--- config.mk ---
export PLATFORM = sky130hd
export DESIGN_NAME = fetchStage
export DESIGN_NICKNAME = d
export VERILOG_FILES = /design/src/logic/rvPkg.sv /design/src/logic/fetchStage.sv
export SDC_FILE = /design/constraint.sdc
export NUM_CORES = 1
export LEC_CHECK = 0
export ABC_AREA = 1
export BUFFER_PORTS_ARGS = -buffer_cell sky130_fd_sc_hd__buf_2
export CAP_MARGIN = 0
export CORE_MARGIN = 2
export CORE_UTILIZATION = 23
export CTS_BUF_LIST = sky130_fd_sc_hd__clkbuf_8
export CTS_CLUSTER_DIAMETER = 200
export DETAILED_ROUTE_END_ITERATION = 12
export PLACE_DENSITY = 0.45
export SYNTH_ARGS = -nofsm -noshare
export SYNTH_HDL_FRONTEND = slang
export SYNTH_SLANG_ARGS = --single-unit
--- constraint.sdc ---
create_clock -name clk -period 2.16 [get_ports clk]
set_input_delay 0.432 -clock clk [delete_from_list [all_inputs] [get_ports clk]]
set_output_delay 0.432 -clock clk [all_outputs]
set_load 0.01 [all_outputs]
--- src/logic/rvPkg.sv ---
`default_nettype none

package rvPkg;

    typedef logic [31:0] word_t;    // data, address or instruction word
    typedef logic [4:0]  regIdx_t;  // register index
    typedef logic [7:0]  imemAddr_t;  // word index into instruction store

    localparam int    IMEM_WORDS = 256;  // instruction store depth
    localparam int    NUM_REGS   = 32;   // integer register file depth
    localparam word_t RESET_PC   = 32'h0000_0000;  // first fetch after reset or run

    // internal operation, add and addi share OP_ADD
    typedef enum logic [2:0] {
        OP_NOP,  // illegal or unsupported word
        OP_ADD,
        OP_SUB,
        OP_BEQ,
        OP_BLT,  // signed compare
        OP_JAL
    } op_e;

    // major opcode field, bits 6..0 of the instruction
    typedef enum logic [6:0] {
        OPC_IMM    = 7'b0010011,  // addi and friends
        OPC_REG    = 7'b0110011,  // add, sub and friends
        OPC_BRANCH = 7'b1100011,
        OPC_JAL    = 7'b1101111
    } rvOpc_e;

    localparam logic [2:0] F3_ADD = 3'b000;  // addi, add, sub
    localparam logic [2:0] F3_BEQ = 3'b000;
    localparam logic [2:0] F3_BLT = 3'b100;

    localparam logic [6:0] F7_ADD = 7'b0000000;
    localparam logic [6:0] F7_SUB = 7'b0100000;

endpackage

`default_nettype wire

--- src/logic/fetchStage.sv ---
`timescale 1ns/1ps
`default_nettype none

module fetchStage (
    input  wire logic    clk,
    input  wire logic    arstN,
    input  wire logic    run,         // level, low parks fetch at RESET_PC
    input  wire logic    redirect,    // one cycle pulse from execute
    input  rvPkg::word_t redirectPc,
    output rvPkg::word_t imemAddr,
    input  rvPkg::word_t imemData,
    output logic         fetchValid,
    output rvPkg::word_t fetchPc,
    output rvPkg::word_t fetchInstr
);
    import rvPkg::*;

    word_t pc;  // address being fetched this cycle

    assign imemAddr = pc;

    always_ff @(posedge clk or negedge arstN) begin
        if (!arstN) begin
            pc         <= RESET_PC;
            fetchValid <= 1'b0;
        end else begin
            if (!run) begin
                pc <= RESET_PC;  // hold at start while stopped
            end else if (redirect) begin
                pc <= redirectPc;  // taken branch or jal wins over step
            end else begin
                pc <= pc + 32'd4;
            end
            fetchValid <= run && !redirect;  // kill the word fetched behind a redirect
        end
    end

    // fetch/decode payload
    always_ff @(posedge clk) begin
        fetchPc    <= pc;
        fetchInstr <= imemData;
    end

    redirectAligned: assert property (
        @(posedge clk) disable iff (!arstN) redirect |-> (redirectPc[1:0] == 2'b00)
    ) else $error("fetchStage: misaligned redirect to %h", redirectPc);

endmodule

`default_nettype wire

After elaboration in Yosys (flattened, before gate mapping)
Cells that the tools add are included.

Register bits: 97. Logic and storage cells: 9. Input bits: 68.

Reductions and logical operators: 2. Muxes and demuxes: 2. $add $sub $neg: 1.

Operator list (count): 32-bit 2-to-1 mux (2); 32-bit by 3-bit adder with 32-bit output (second input constant) (1); 1-bit logical AND (1); 1-bit logical NOT (1).

Longest topological paths before layout
Gate-level depths: netlist of the first run.

Depth after elaboration: 3. Gate-level depth with buffers: 9. Mapped depth without buffers: 9.

Worst setup path before layout of the first run
No wires, ideal clock.

Kind: register to register. Start point: reg pc[2], in the netlist imemAddr[2]. End point: reg pc[14], in the netlist imemAddr[14]. Setup time: 0.117 ns. Cell stages (with the launch flop): 9. Data arrival time: 1.344 ns. Path slack: 0.699 ns. Cells stage by stage: dfrtp_1 -> ha_1 -> nand2_2 -> nor2_8 -> nand2_8 -> nor2_4 -> or2_2 -> nand3_1 -> nand2_1.

Word-level cells in the longest chain between the ends: 3.

Ends and longest elaborated chain: start: declaration (line fetchStage.sv:18) `word_t pc;`; start signal: assignment (line fetchStage.sv:30) `pc <= redirectPc;`; start signal: assignment (line fetchStage.sv:32) `pc <= pc + 32'd4;`; 32-bit by 3-bit adder with 32-bit output (line fetchStage.sv:32); 32-bit 2-to-1 mux (line fetchStage.sv:29) `end else if (redirect) begin`; 32-bit 2-to-1 mux (line fetchStage.sv:27) `if (!run) begin`.

No other way between the ends.

Final worst setup path of the first run
Ends and elaborated chain as after synthesis.

==> impl_metrics.json, run 1 <==
{
  "synth_area_leaders": "dfxtp_1, dfrtp_1, nand2_1",
  "drt_iter0_drc": 85,
  "setup_violations": 0,
  "cp_data_arrival_time_ps": 1760,
  "avgViaCountPerCell": 3.98,
  "setup_ws_ps": 660,
  "pre_cts_slack_ps": 666,
  "switching_share_pct": 25.1,
  "tns_ps": 0,
  "rsz0062_at_grt": "false",
  "die_w_um": 126,
  "io_pins": 165,
  "num_antenna_cells": 0,
  "final_cell_mix": "buf_2, nand2_1, dfxtp_1, nor2_1, dfrtp_1",
  "yosysTopAreaCell": "dfxtp_1",
  "seq_area_frac_synth_pct": 61.7,
  "whs_ps": 138,
  "gr-total-overflow": 0,
  "fmax_mhz": 667,
  "routed_wl_mm": 9.27,
  "startpoint_type": "flip-flop",
  "synthFlopType": "dfxtp_1",
  "root_buffer": "clkbuf_8",
  "crit_fanout": 5,
  "seq_power_share_pct": 56.5,
  "p_sw_mw": 0.873,
  "synth_top_area_share_pct": 37.5,
  "fin_area_mm2": 0.00467,
  "status": "finished, final reports clean",
  "intPower_mw": 2.61,
  "slew_headroom_pct": 47.9,
  "h-tree-depth": 3,
  "leakagePower_nw": 2.45,
  "post-route-period-util_pct": 69.4,
  "criticalPathCategory": "flip-flop to flip-flop",
  "die_area_mm2": 0.0158,
  "synth_nets": 438,
  "vias": 2905,
  "syn_area_mm2": 0.00342,
  "clock_skew_ps": 11.5,
  "drive_gt1_share_pct": 37.9,
  "p_comb_share_pct": 9.4,
  "numCtsBuffers": 9,
  "grt_pass1_wl_mm": 14.9,
  "synth_cell_type_count": 23,
  "cts_setup_buffers": 0,
  "clk_path_buf_depth": 2,
  "grtUsageTotal_pct": 12.2,
  "synthArstFlopShare_pct": 34.0,
  "cp-end-kind": "flip-flop",
  "post_cts_resized": 0,
  "grt_max_degree": 34,
  "instances_no_fill": 730,
  "postSynthAreaPerCell_um2": 9.26,
  "clk_latency_ps": 370,
  "coreArea_mm2": 0.0145,
  "p_clk_share_pct": 34.0,
  "initial_core_util_pct": 23.5,
  "dp_hpwl_mm": 7.17,
  "tightest_slew_ps": 781,
  "drtAntennaViolNets": 0,
  "hold_class": "primary input to asynchronous set/reset pin",
  "final.min_clock_period_ps": 1500,
  "dr.pass1.iters": 4,
  "fp-row-count": 44,
  "nets": 610,
  "first_global_vias": 2910,
  "final_hold_viol_count": 0,
  "yosysWarnings": 0,
  "gp_congestion": 0.827,
  "post-route-drc-count": 0,
  "final_common_cell": "buf_2",
  "yosys_register_bits": 97,
  "place_area_mm2": 0.00447,
  "path_clk_slew_ps": 90,
  "die_h_um": 126,
  "ir_worst_vdd_mv": 0.256,
  "tritoncts_num_sinks": 97,
  "finalPower_mw": 3.48,
  "syn_inst": 369,
  "utilization_pct": 32.1,
  "cts_tree": "done",
  "post-place-cells": 714,
  "io_buffers": 164,
  "antenna_found_initial": 0,
  "holdBufCountCts": 0,
  "cp.required_ps": 2420,
  "synth-edff-count": 0,
  "synthToLayoutAreaGrowth_pct": 36.5,
  "power_density_mw_per_mm2": 746,
  "avgRoutedWirePerCell_um": 12.7,
  "report.final.slew_viol_count": 0,
  "max_cap_viol_count": 0
}
-- state kept, by name, indices dropped and copies added (netlist names) --
| signal | count |
|---|---|
| imemAddr | 32 |
| fetchInstr | 32 |
| fetchPc | 32 |
| fetchValid | 1 |
-- power by group through the flow --
stage | registers [mW] | logic (mW) | clock network [mW]
after floorplan | 2.05 | 0.0823 | 0
after global placement | 2.01 | 0.337 | 0
after detailed placement | 2.01 | 0.338 | 0
after CTS | 1.97 | 0.339 | 1.26
after global routing | 1.99 | 0.368 | 1.34
final | 1.97 | 0.329 | 1.18
-- worst paths after layout --
kind / startpoint / end / slack (ps) / cells past startpoint
max in group asynchronous: arstN / imemAddr[27] / 1520 / 1
max: imemAddr[2] / imemAddr[14] / 660 / 8
min reg2reg: imemAddr[0] / fetchPc[0] / 410 / 0
max reg2reg: imemAddr[2] / imemAddr[14] / 660 / 8
min: arstN / imemAddr[2] / 140 / 1
min in group clk: imemData[5] / fetchInstr[5] / 150 / 1
-- area by class of cell --
class / count / area, um2
clock inverter: 6 / 58.8
sequential: 97 / 2110
fill: 1598 / 9870
multi-input combinational: 239 / 1180
clock buffer: 10 / 138
tap: 184 / 230
inverter: 28 / 105
timing repair buffer: 166 / 848
-- cells by family (layout without fill, tap and decap cells) --
| family | count (synthesis) | after routing | synth area share (%) |
|---|---|---|---|
| buffers and inverters | 33 | 210 | 3.84 |
| AO/OA/AOI/OAI | 18 | 18 | 2.97 |
| XOR/XNOR | 4 | 4 | 1.03 |
| flip-flops | 97 | 97 | 61.7 |
| adder cells (fa/ha/maj) | 1 | 1 | 0.366 |
| AND/OR/NAND/NOR | 216 | 216 | 30.1 |
-- critical path, cell delays in order, from the launching register on --
cell	delay, ps
dfrtp_1	430
ha_1	240
nand2_2	130
nor2_8	70
nand2_8	110
nor2_4	40
or2_2	260
nand3_1	70
nand2_1	50
-- cells in the mapped netlist (all sizes together), types with 3 or more instances --
library cell,number
clkbuf,3
dfxtp,64
nand3,30
nor2,50
o21ai,13
xor2,3
a22o,3
inv,28
nand2,133
dfrtp,33
-- routing by layer --
metal	share of wire [%]	wire (um)	up-vias	GRT usage, %
li1	-	-	1485	-
met1	45	4200	1299	15.3
met2	46	4270	108	19.4
met3	6.3	583	13	3.06
met4	2.4	218	0	6.21
met5	0	0	-	0
(Power assumes the default switching activity.)
==> inputs of run 2 (changes only) <==
Clock period 2.16 ns to 1.5 ns, I/O delays scaled along.
==> run 2 against run 1 <==
Via count up 6.5%. Combinational power grew 78%. Sequential cell count did not move. Non-clock buffer count up 46. Wire length is 7.3% higher. Largest cell class unchanged.
==> impl_metrics.json, run 2 (synthesis results as in run 1) <==
{
  "p_sw_mw": 1.29,
  "fmax_mhz": 691,
  "fillers": 1544,
  "nets": 656,
  "cts_tree": "done",
  "cp-end-kind": "flip-flop",
  "startpoint_type": "flip-flop",
  "cp_cell_sequence": "ha_1, nand2_2, nor2_8, nand2_8, nor2_4, or2_2, nand3_1, nand2_1",
  "die_area_mm2": 0.0158,
  "rsz0062_at_grt": "true",
  "routed_wl_mm": 9.95,
  "final_common_cell": "buf_2",
  "wl_met3_um": 607,
  "critPathTopFamily": "simple AND/OR/NAND/NOR gates",
  "numCtsBuffers": 9,
  "die_w_um": 126,
  "slew_headroom_pct": 68.4,
  "tightest_slew_ps": 474,
  "drt_iter0_drc": 101,
  "seq_power_share_pct": 55.2,
  "power_density_mw_per_mm2": 1000,
  "gr-total-overflow": 0,
  "io_buffers": 164,
  "report.final.slew_viol_count": 0,
  "clk_path_buf_depth": 2,
  "top_layer": "met4",
  "post-route-drc-count": 0,
  "setup_violations": 0,
  "dr_wl_met2_mm": 4.59,
  "slowest_delay_ps": 390,
  "avgViaCountPerCell": 3.99,
  "place_area_mm2": 0.00457,
  "fin_area_mm2": 0.00510,
  "intPower_mw": 3.83,
  "p_comb_share_pct": 11.4,
  "cp_num_buf_inv": 0,
  "clock_skew_ps": 13.6,
  "p_clk_share_pct": 33.4,
  "drive_gt1_share_pct": 38.3,
  "gp_congestion": 0.808,
  "num_antenna_cells": 0,
  "path_clk_slew_ps": 90,
  "dr.pass1.iters": 4,
  "io_pins": 165,
  "wl_met1_mm": 4.48,
  "max_cap_viol_count": 0,
  "slowest_stage": "dfrtp_1",
  "antenna_found_initial": 0,
  "ir_worst_vdd_mv": 0.322,
  "cp.required_ps": 1770,
  "first_global_vias": 3128,
  "dp_hpwl_mm": 7.32,
  "cp_data_arrival_time_ps": 1710,
  "final_hold_viol_count": 0,
  "status": "finished, final reports clean",
  "tritoncts_num_sinks": 97,
  "synthToLayoutAreaGrowth_pct": 49.2,
  "grt_pass1_wl_mm": 15.7,
  "crit_fanout": 4,
  "clk_latency_ps": 380,
  "finalPower_mw": 5.12,
  "initial_core_util_pct": 23.5,
  "h-tree-depth": 3,
  "grt_max_degree": 34,
  "final_cell_mix": "buf_2, nand2_1, dfxtp_1, nor2_1, dlygate4sd3_1",
  "grtUsageTotal_pct": 12.7,
  "fp-row-count": 44,
  "avgRoutedWirePerCell_um": 12.8,
  "hold_class": "primary input to flip-flop",
  "criticalPathCategory": "flip-flop to flip-flop",
  "vias": 3094,
  "leakagePower_nw": 2.65,
  "drtAntennaViolNets": 0,
  "die_h_um": 126,
  "post-route-period-util_pct": 96.4,
  "final.min_clock_period_ps": 1450,
  "switching_share_pct": 25.2,
  "root_buffer": "clkbuf_8",
  "coreArea_mm2": 0.0145
}
==> run 2: worst register-to-register path: stages, from the launching register on <==
cell and delay [ps]:
dfrtp_1 390, ha_1 220, nand2_2 130, nor2_8 60, nand2_8 110, nor2_4 40
or2_2 270, nand3_1 70, nand2_1 60
==> run 2: worst paths after layout <==
kind	end	startpoint	slack (ps)	cells past startpoint
min reg2reg	fetchPc[0]	imemAddr[0]	390	0
min in group asynchronous	imemAddr[6]	arstN	490	3
max in group asynchronous	imemAddr[12]	arstN	650	3
max reg2reg	imemAddr[14]	imemAddr[2]	50	8
min	fetchInstr[14]	imemData[14]	30	1
max	imemAddr[14]	imemAddr[2]	50	8
==> run 2: stage by stage <==
stage	TNS, ps	cells	worst slack (ps)	util (%)	hold slack, ps
after floorplan	0	369	38.5	-	4.41
after global placement	0	728	75.2	31.5	375
after detailed placement	0	728	72.2	31.5	375
after CTS	0	776	39.3	35.0	1.49
after global routing	-2.32	776	-2.32	35.1	4.14
final	0	776	53.8	35.1	32.0
==> run 2: layer usage <==
| layer | track usage, % | vias to the layer above |
|---|---|---|
| li1 | - | 1575 |
| met1 | 15.6 | 1396 |
| met2 | 20.7 | 108 |
| met3 | 2.85 | 15 |
| met4 | 6.79 | 0 |
| met5 | 0 | - |
==> run 2: final cells by class <==
type,instances,area [um2],area share (%)
clock buffer,10,138,2.70
clock inverter,6,57.6,1.13
inverter,28,105,2.06
multi-input combinational,239,1180,23.2
sequential,97,2110,41.4
tap,184,230,4.52
timing repair buffer,212,1270,25.0
==> run 2: power by group through the flow <==
| stage | logic [mW] | registers [mW] | clock network [mW] |
|---|---|---|---|
| after global routing | 0.646 | 2.85 | 1.90 |
| after CTS | 0.595 | 2.83 | 1.82 |
| after global placement | 0.529 | 2.88 | 0 |
| final | 0.585 | 2.83 | 1.71 |
| after detailed placement | 0.529 | 2.88 | 0 |
| after floorplan | 0.118 | 2.95 | 0 |
==> run 2: repair_timing <==
item	in CTS	in global routing
endpoints found under the setup margin	0	11
buffers inserted	0	0
gates resized for setup	0	6
endpoints found under the hold margin	64	0
hold buffers	32	0
