--- src/logic/rvPkg.sv ---
`default_nettype none

package rvPkg;

    typedef logic [31:0] word_t;    // data, address or instruction word
    typedef logic [4:0]  regIdx_t;  // register index
    typedef logic [7:0]  imemAddr_t;  // word index into instruction store

    localparam int    IMEM_WORDS = 256;  // instruction store depth
    localparam int    NUM_REGS   = 32;   // integer register file depth
    localparam word_t RESET_PC   = 32'h0000_0000;  // first fetch after reset or run

    // internal operation, add and addi share OP_ADD
    typedef enum logic [2:0] {
        OP_NOP,  // illegal or unsupported word
        OP_ADD,
        OP_SUB,
        OP_BEQ,
        OP_BLT,  // signed compare
        OP_JAL
    } op_e;

    // major opcode field, bits 6..0 of the instruction
    typedef enum logic [6:0] {
        OPC_IMM    = 7'b0010011,  // addi and friends
        OPC_REG    = 7'b0110011,  // add, sub and friends
        OPC_BRANCH = 7'b1100011,
        OPC_JAL    = 7'b1101111
    } rvOpc_e;

    localparam logic [2:0] F3_ADD = 3'b000;  // addi, add, sub
    localparam logic [2:0] F3_BEQ = 3'b000;
    localparam logic [2:0] F3_BLT = 3'b100;

    localparam logic [6:0] F7_ADD = 7'b0000000;
    localparam logic [6:0] F7_SUB = 7'b0100000;

endpackage

`default_nettype wire

--- src/logic/decExIf.sv ---
`timescale 1ns/1ps
`default_nettype none

interface decExIf;
    import rvPkg::*;

    logic    valid;   // slot holds a live instruction
    word_t   pc;      // address of the instruction
    op_e     op;
    regIdx_t rd;      // 0 when nothing is written
    logic    useImm;  // second ALU operand is imm, not rs2
    word_t   rs1Val;  // forwarded operand values
    word_t   rs2Val;
    word_t   imm;     // sign extended I, B or J immediate

    modport decode (
        output valid, pc, op, rd, useImm,
        output rs1Val, rs2Val, imm
    );

    modport execute (
        input valid, pc, op, rd, useImm,
        input rs1Val, rs2Val, imm
    );

endinterface

`default_nettype wire

--- src/logic/decodeStage.sv ---
`timescale 1ns/1ps
`default_nettype none

module decodeStage (
    input  wire logic       clk,
    input  wire logic       arstN,
    input  wire logic       fetchValid,
    input  rvPkg::word_t    fetchPc,
    input  rvPkg::word_t    fetchInstr,
    input  wire logic       redirect,  // kills the slot entering execute
    input  wire logic       wbWe,
    input  rvPkg::regIdx_t  wbRd,
    input  rvPkg::word_t    wbData,
    decExIf.decode          decEx
);
    import rvPkg::*;

    word_t      regFile [NUM_REGS];  // x0 held at zero
    regIdx_t    rs1;
    regIdx_t    rs2;
    regIdx_t    rdField;
    logic [2:0] funct3;
    logic [6:0] funct7;
    word_t      immI;
    word_t      immB;
    word_t      immJ;
    op_e        op;
    regIdx_t    rd;
    logic       useImm;
    word_t      imm;
    word_t      rs1Val;
    word_t      rs2Val;

    assign rs1     = fetchInstr[19:15];
    assign rs2     = fetchInstr[24:20];
    assign rdField = fetchInstr[11:7];
    assign funct3  = fetchInstr[14:12];
    assign funct7  = fetchInstr[31:25];

    assign immI = {{20{fetchInstr[31]}}, fetchInstr[31:20]};
    assign immB = {{20{fetchInstr[31]}}, fetchInstr[7], fetchInstr[30:25],
                   fetchInstr[11:8], 1'b0};
    assign immJ = {{12{fetchInstr[31]}}, fetchInstr[19:12], fetchInstr[20],
                   fetchInstr[30:21], 1'b0};

    always_comb begin
        op     = OP_NOP;  // anything unknown retires as a no-op
        rd     = '0;
        useImm = 1'b0;
        imm    = '0;
        case (fetchInstr[6:0])
            OPC_IMM: begin
                if (funct3 == F3_ADD) begin  // addi
                    op     = OP_ADD;
                    rd     = rdField;
                    useImm = 1'b1;
                    imm    = immI;
                end
            end
            OPC_REG: begin
                if (funct3 == F3_ADD && funct7 == F7_ADD) begin
                    op = OP_ADD;
                    rd = rdField;
                end else if (funct3 == F3_ADD && funct7 == F7_SUB) begin
                    op = OP_SUB;
                    rd = rdField;
                end
            end
            OPC_BRANCH: begin
                imm = immB;  // rd stays 0, branches write nothing
                if (funct3 == F3_BEQ) begin
                    op = OP_BEQ;
                end else if (funct3 == F3_BLT) begin
                    op = OP_BLT;
                end
            end
            OPC_JAL: begin
                op  = OP_JAL;
                rd  = rdField;  // link register
                imm = immJ;
            end
            default: ;
        endcase
    end

    // operand read with bypass from write-back, x0 never forwarded
    assign rs1Val = (rs1 == '0) ? '0 :
                    (wbWe && wbRd == rs1) ? wbData : regFile[rs1];
    assign rs2Val = (rs2 == '0) ? '0 :
                    (wbWe && wbRd == rs2) ? wbData : regFile[rs2];

    always_ff @(posedge clk or negedge arstN) begin
        if (!arstN) begin
            for (int i = 0; i < NUM_REGS; i++) begin
                regFile[i] <= '0;
            end
        end else if (wbWe) begin
            regFile[wbRd] <= wbData;  // execute never targets x0
        end
    end

    always_ff @(posedge clk or negedge arstN) begin
        if (!arstN) begin
            decEx.valid <= 1'b0;
        end else begin
            decEx.valid <= fetchValid && !redirect;
        end
    end

    // decode/execute payload
    always_ff @(posedge clk) begin
        decEx.pc     <= fetchPc;
        decEx.op     <= op;
        decEx.rd     <= rd;
        decEx.useImm <= useImm;
        decEx.rs1Val <= rs1Val;
        decEx.rs2Val <= rs2Val;
        decEx.imm    <= imm;
    end

    x0StaysZero: assert property (
        @(posedge clk) disable iff (!arstN) regFile[0] == '0
    ) else $error("decodeStage: x0 holds %h", regFile[0]);

endmodule

`default_nettype wire

--- src/flat_wrapper.sv ---
// flat-port wrapper written by rule: the top's interface ports become plain ports
module decodeStage_flat import rvPkg::*;
  (clk, arstN, fetchValid, fetchPc, fetchInstr, redirect, wbWe, wbRd, wbData, decEx_valid, decEx_pc, decEx_op, decEx_rd, decEx_useImm, decEx_rs1Val, decEx_rs2Val, decEx_imm);
  decExIf decEx_i ();
  input  wire logic clk;
  input  wire logic arstN;
  input  wire logic fetchValid;
  input  rvPkg::word_t fetchPc;
  input  rvPkg::word_t fetchInstr;
  input  wire logic redirect;
  input  wire logic wbWe;
  input  rvPkg::regIdx_t wbRd;
  input  rvPkg::word_t wbData;
  output wire logic [$bits(decEx_i.valid)-1:0] decEx_valid;
  output wire logic [$bits(decEx_i.pc)-1:0] decEx_pc;
  output wire logic [$bits(decEx_i.op)-1:0] decEx_op;
  output wire logic [$bits(decEx_i.rd)-1:0] decEx_rd;
  output wire logic [$bits(decEx_i.useImm)-1:0] decEx_useImm;
  output wire logic [$bits(decEx_i.rs1Val)-1:0] decEx_rs1Val;
  output wire logic [$bits(decEx_i.rs2Val)-1:0] decEx_rs2Val;
  output wire logic [$bits(decEx_i.imm)-1:0] decEx_imm;
  assign decEx_valid = decEx_i.valid;
  assign decEx_pc = decEx_i.pc;
  assign decEx_op = decEx_i.op;
  assign decEx_rd = decEx_i.rd;
  assign decEx_useImm = decEx_i.useImm;
  assign decEx_rs1Val = decEx_i.rs1Val;
  assign decEx_rs2Val = decEx_i.rs2Val;
  assign decEx_imm = decEx_i.imm;
  decodeStage u_core (.clk(clk), .arstN(arstN), .fetchValid(fetchValid), .fetchPc(fetchPc), .fetchInstr(fetchInstr), .redirect(redirect), .wbWe(wbWe), .wbRd(wbRd), .wbData(wbData), .decEx(decEx_i));
endmodule
--- config.mk ---
export PLATFORM = sky130hd
export DESIGN_NAME = decodeStage_flat
export DESIGN_NICKNAME = d
export VERILOG_FILES = /design/src/logic/rvPkg.sv /design/src/logic/decExIf.sv /design/src/logic/decodeStage.sv /design/src/flat_wrapper.sv
export SDC_FILE = /design/constraint.sdc
export NUM_CORES = 2
export LEC_CHECK = 0
export BUFFER_PORTS_ARGS = -buffer_cell sky130_fd_sc_hd__buf_2
export CAP_MARGIN = 30
export CORE_MARGIN = 3
export CORE_UTILIZATION = 35
export CTS_CLUSTER_DIAMETER = 40
export DETAILED_ROUTE_END_ITERATION = 16
export PLACE_DENSITY_LB_ADDON = 0.12
export SYNTH_ARGS = -nofsm -noshare
export SYNTH_HDL_FRONTEND = slang
export SYNTH_SLANG_ARGS = --single-unit
--- constraint.sdc ---
create_clock -name clk -period 1.85 [get_ports clk]
set_input_delay 0.37 -clock clk [delete_from_list [all_inputs] [get_ports clk]]
set_output_delay 0.37 -clock clk [all_outputs]
set_load 0.02 [all_outputs]
Word level (Yosys, flattened, before mapping)
Cells that the tools add are included.
- register bits after elaboration: 1162
- magnitude comparators: 4
- equal/unequal tests: 8
- multiplexer cells: 24
- bitwise gates (word level): 3
- reduce and logical (&&, ||, !) cells: 11
- operators by type and width (cell ; count):
    $bwmux 1024 ; 1
    $bmux 32 s5 ; 2
    $mux 32 ; 8
    $demux 32 s5 ; 1
    $pmux 32 s3 ; 1
    $ge 6x6->1 const B ; 3
    $not 5->6 ; 3
    $mux 5 ; 3
    $pmux 5 s3 ; 1
    $eq 7x6->1 const B ; 2
    $eq 7x7->1 const B ; 2
    $pmux 3 s4 ; 1
    $eq 5x5->1 ; 2
    $logic_not 5->1 ; 2
    $mux 3 ; 3
    $eq 7x5->1 const B ; 1
    $logic_not 7->1 ; 1
    $logic_and 1x1->1 ; 6
    $lt 6x1->1 const B ; 1
    $eq 3x3->1 const B ; 1
    $logic_not 3->1 ; 1
    $mux 1 ; 2
    $mux 2 ; 1
    $logic_not 1->1 ; 1

Logic depth before layout (Yosys ltp)
- depth after elaboration: 6
- depth in mapped cells: 9

Worst setup path after synthesis
OpenSTA, ideal clock, no wires.
- path kind: input to register
- start: input fetchInstr[22]
- end: register u_core.decEx.rs2Val[24]
- data arrival time: 1.895 ns
- data required time: 1.723 ns
- path slack: -0.172 ns
- cell stages on the path: 8
- cells stage by stage: buf_2 -> buf_2 -> clkbuf_1 -> mux4_2 -> nand2_1 -> nand2_1 -> a2111oi_2 -> nor3_1
- longest elaborated chain between the ends: 5
- elaborated cells on any way between the ends: 8
- ends and longest elaborated chain (what ; line ; source):
    start: declaration ; flat_wrapper.sv:9 ; input rvPkg::word_t fetchInstr;
    $not 5->6 (implied by the code) ; decodeStage.sv:90 ; (wbWe && wbRd == rs2) ? wbData : regFile[rs2];
    $bmux 32 s5 ; decodeStage.sv:90 ;
    $mux 32 (implied by the code) (2 in series) ; decodeStage.sv:90 ;
    $mux 32 ; decodeStage.sv:90 ;
    end: declaration ; decExIf.sv:18 ; output rs1Val, rs2Val, imm
Parallel ways exist; a longest one is shown, timed or not. The select of a mux whose other input is x is not followed.
A chain may end at the register's enable or synchronous reset.

Worst setup path after layout
- start: input fetchInstr[20]
- end: register u_core.decEx.rs2Val[10]
Same word-level chain as after synthesis.

==> out/results.ini <==
[status]
status = finished, final reports clean

[logic_synthesis]
synth.area.top_cells = dfrtp_1, mux2_2, mux4_2, dfxtp_1, o22ai_1
synth_edf_count = 0
yosys.cell_count.top_type = dfrtp_1
synth_compound_area_frac = 0.0446
ys_ff_latch = 1151
yosysTopAreaCell = dfrtp_1
ys_types = 56
muxShareOfSynthArea = 0.414
ys_async_sr_fraction = 0.891
syn-cell-area_um2 = 58200
yosysSeqAreaShare = 0.484
yosys.area.top_type_share = 0.441
synth-simple-area-share = 0.0227
yosysWarnings = 0
syn_nets = 3959
synth_fa_ha_area_frac = 0
synthTopCellsByCount = dfrtp_1, mux2_2, mux4_2, clkbuf_1, nand2_1
synth_xor_area_frac = 0.00151
synthFlopType = dfrtp_1
avgSynthCellArea_um2 = 15.1
netlist_instances = 3853
synth_top_family_by_area = multiplexers

[sta]
hold_violations = 0
worstMarginPinSlew_ps = 894
clock_skew_ps = 42.6
slew_headroom = 0.404
fin_crit_sh = 0.988
fin_crit_ps = 1830
setup_viol = 0
fmax_ghz = 0.547
timing.setup.tns_ps = 0
rsz0062_at_grt = yes
slew_viol_final = 0

[floorplanning]
coreArea_um2 = 164000
rows = 148
ioPinCount = 244
dieArea_um2 = 171000
die_height_um = 414
dieWidth_um = 414
start_util = 0.355

[final_layout]
layout.cells.non_filler = 6845
post-route-util = 0.461
nNetsFinal = 4581
stdcell_area_um2 = 75600
area_growth_pct = 29.9
drive_gt1_frac = 0.593

[detailed_routing]
postRouteAntennaNets = 0
drtIter0Drc = 2627
dr.pass1.iters = 5
drc_errors = 0
avgRoutedWirePerCell_um = 30.4
detail_route.vias_per_cell = 5.70
num_vias = 38993
wl_um = 208000

[clocking]
cts_root_buffer = clkbuf_16
clk_pin_slew_ps = 50
htreeDepth = 4
cts_tree = built
cts_sinks = 1151
insertion_delay_ps = 840
cts_buffers = 216
clock_path_buffers = 3

[worst_setup_path]
r2r_start = u_core.regFile[6]
path_cells = buf_8 -> buf_4 -> xor2_1 -> nor4_2 -> and3_2 -> buf_4 -> a2111oi_2 -> nor3_1
critPathLaunchType = primary input
path_max_fanout = 17
max_stage_delay_ps = 530
slowest_stage = and3_2
critPathBufInv = 3
critPathMostFrequentCell = buf_4
crit_path_end_kind = flip-flop
required_ps = 2540
crit_type = primary input to flip-flop
critPathTopFamily = simple AND/OR/NAND/NOR gates
crit_arrival_ps = 2510
worstSetupStartpoint = fetchInstr[20]

[pwr]
power_density_nw_per_um2 = 1200
power.leakage_nw = 33.1
ir_drop_mv = 1.02

[job]
max_cap_viol_count = 0

[min_path]
worstHoldStart = wbData[2]
hp-class = primary input to flip-flop

[global_route]
met1_usage = 0.344
grt_pass1_vias = 40905
busiest_layer = met2
grt_pass1_wl_um = 301000
grt_usage = 0.245
grt_start_max_net_pins = 111
gr-usage-met2 = 0.391
grt_overflow_total = 0
grt_antenna_before_repair = 2
grtUsageMet3 = 0.0432

[place]
gp_congestion = 0.809
dpl_cell_area_um2 = 66900
portBuffers = 243
dp_cells = 6371
dp_hpwl_um = 139000

-- through the flow --
step / setup slack, ps / hold WS, ps / power (W)
global placement: -794 / 279 / 0.0484
CTS: 0.155 / 9.15 / 0.0919
finish: 21.5 / 90.0 / 0.0910
global route: -17.0 / 74.5 / 0.0948
detailed placement: -754 / 279 / 0.0488
floorplan: -50.2 / 74.4 / 0.0434
-- routing by layer --
metal | wire, um | vias to the layer above
li1 | - | 16248
met1 | 93900 | 21369
met2 | 98800 | 1091
met3 | 10500 | 281
met4 | 4630 | 4
met5 | 27 | -
-- cells by family (layout without fill, tap and decap cells) --
group | count (synthesis) | after routing
muxes | 1636 | 1636
DFF | 1151 | 1151
buffers and inverters | 418 | 1234
AOI/OAI and AO/OA | 342 | 342
and+or+nand+nor | 296 | 296
xor gates and xnor gates | 10 | 10
other | 0 | 1
-- where the power goes --
| part | internal, W | switching [W] |
|---|---|---|
| logic | 0.00937 | 0.00600 |
| registers | 0.0299 | 0.00334 |
| clock network | 0.0277 | 0.0147 |
| total | 0.0669 | 0.0241 |
-- worst paths after layout --
| path | to | slack (ps) | cells past startpoint |
|---|---|---|---|
| setup / recovery | u_core.decEx.rs2Val[10] | 20 | 8 |
| hold / removal | u_core.decEx.rs2Val[2] | 90 | 4 |
| setup reg to reg | u_core.decEx.rs1Val[6] | 90 | 5 |
| hold reg to reg | u_core.regFile[113] | 500 | 1 |
| max in group asynchronous | u_core.regFile[892] | 740 | 3 |
| min in group asynchronous | u_core.regFile[696] | 280 | 3 |
-- what timing repair did --
item / in CTS / in global routing
gates resized for setup: 26 / 1
endpoints found under the setup margin: 28 / 13
hold endpoints to repair: 987 / 0
setup buffers: 0 / 0
pin swaps: 1 / 2
hold buffers: 61 / 0
-- cell type report --
type	count	area, um2
repair buffers	818	8270
flip-flops and latches	1151	28200
clock inverters	142	2020
diodes	1	2.50
fillers	14528	88300
multi-input cells	2284	28400
inverters	4	15.0
clock buffers	270	5910
well taps	2175	2720
-- flip-flops by register name, summed over array words and instances, names as in the netlist --
| name | flops |
|---|---|
| u_core.regFile | 1024 |
| u_core.decEx.pc | 32 |
| u_core.decEx.rs1Val | 32 |
| u_core.decEx.rs2Val | 32 |
| u_core.decEx.imm | 21 |
| u_core.decEx.rd | 5 |
| u_core.decEx.op | 3 |
| u_core.decEx.useImm | 1 |
| u_core.decEx.valid | 1 |
-- worst register-to-register path: cells and delay by family, from the launching register on --
family / cells / cell delay, ps
simple gates: 1 / 80
compound gates: 2 / 390
flops: 1 / 390
mux: 2 / 760
-- cells in the final DEF, fill, tap and decap left out, types with 23 or more instances in the layout --
cell type	n
a2111oi_2	28
buf_12	198
buf_2	222
buf_4	329
bufinv_16	34
clkbuf_1	27
clkbuf_16	219
clkbuf_8	24
clkinv_2	26
clkinv_4	23
dfrtp_1	1025
dfxtp_1	116
dlygate4sd3_1	61
inv_6	24
mux2_1	33
mux2_2	1012
mux2i_1	69
mux4_2	511
nand2_1	131
nor2_1	40
nor3_1	35
o2111a_1	32
o211ai_1	32
o21a_1	29
o21ai_0	62
o22ai_1	127
Note: power is estimated with default switching activity, not from simulation.
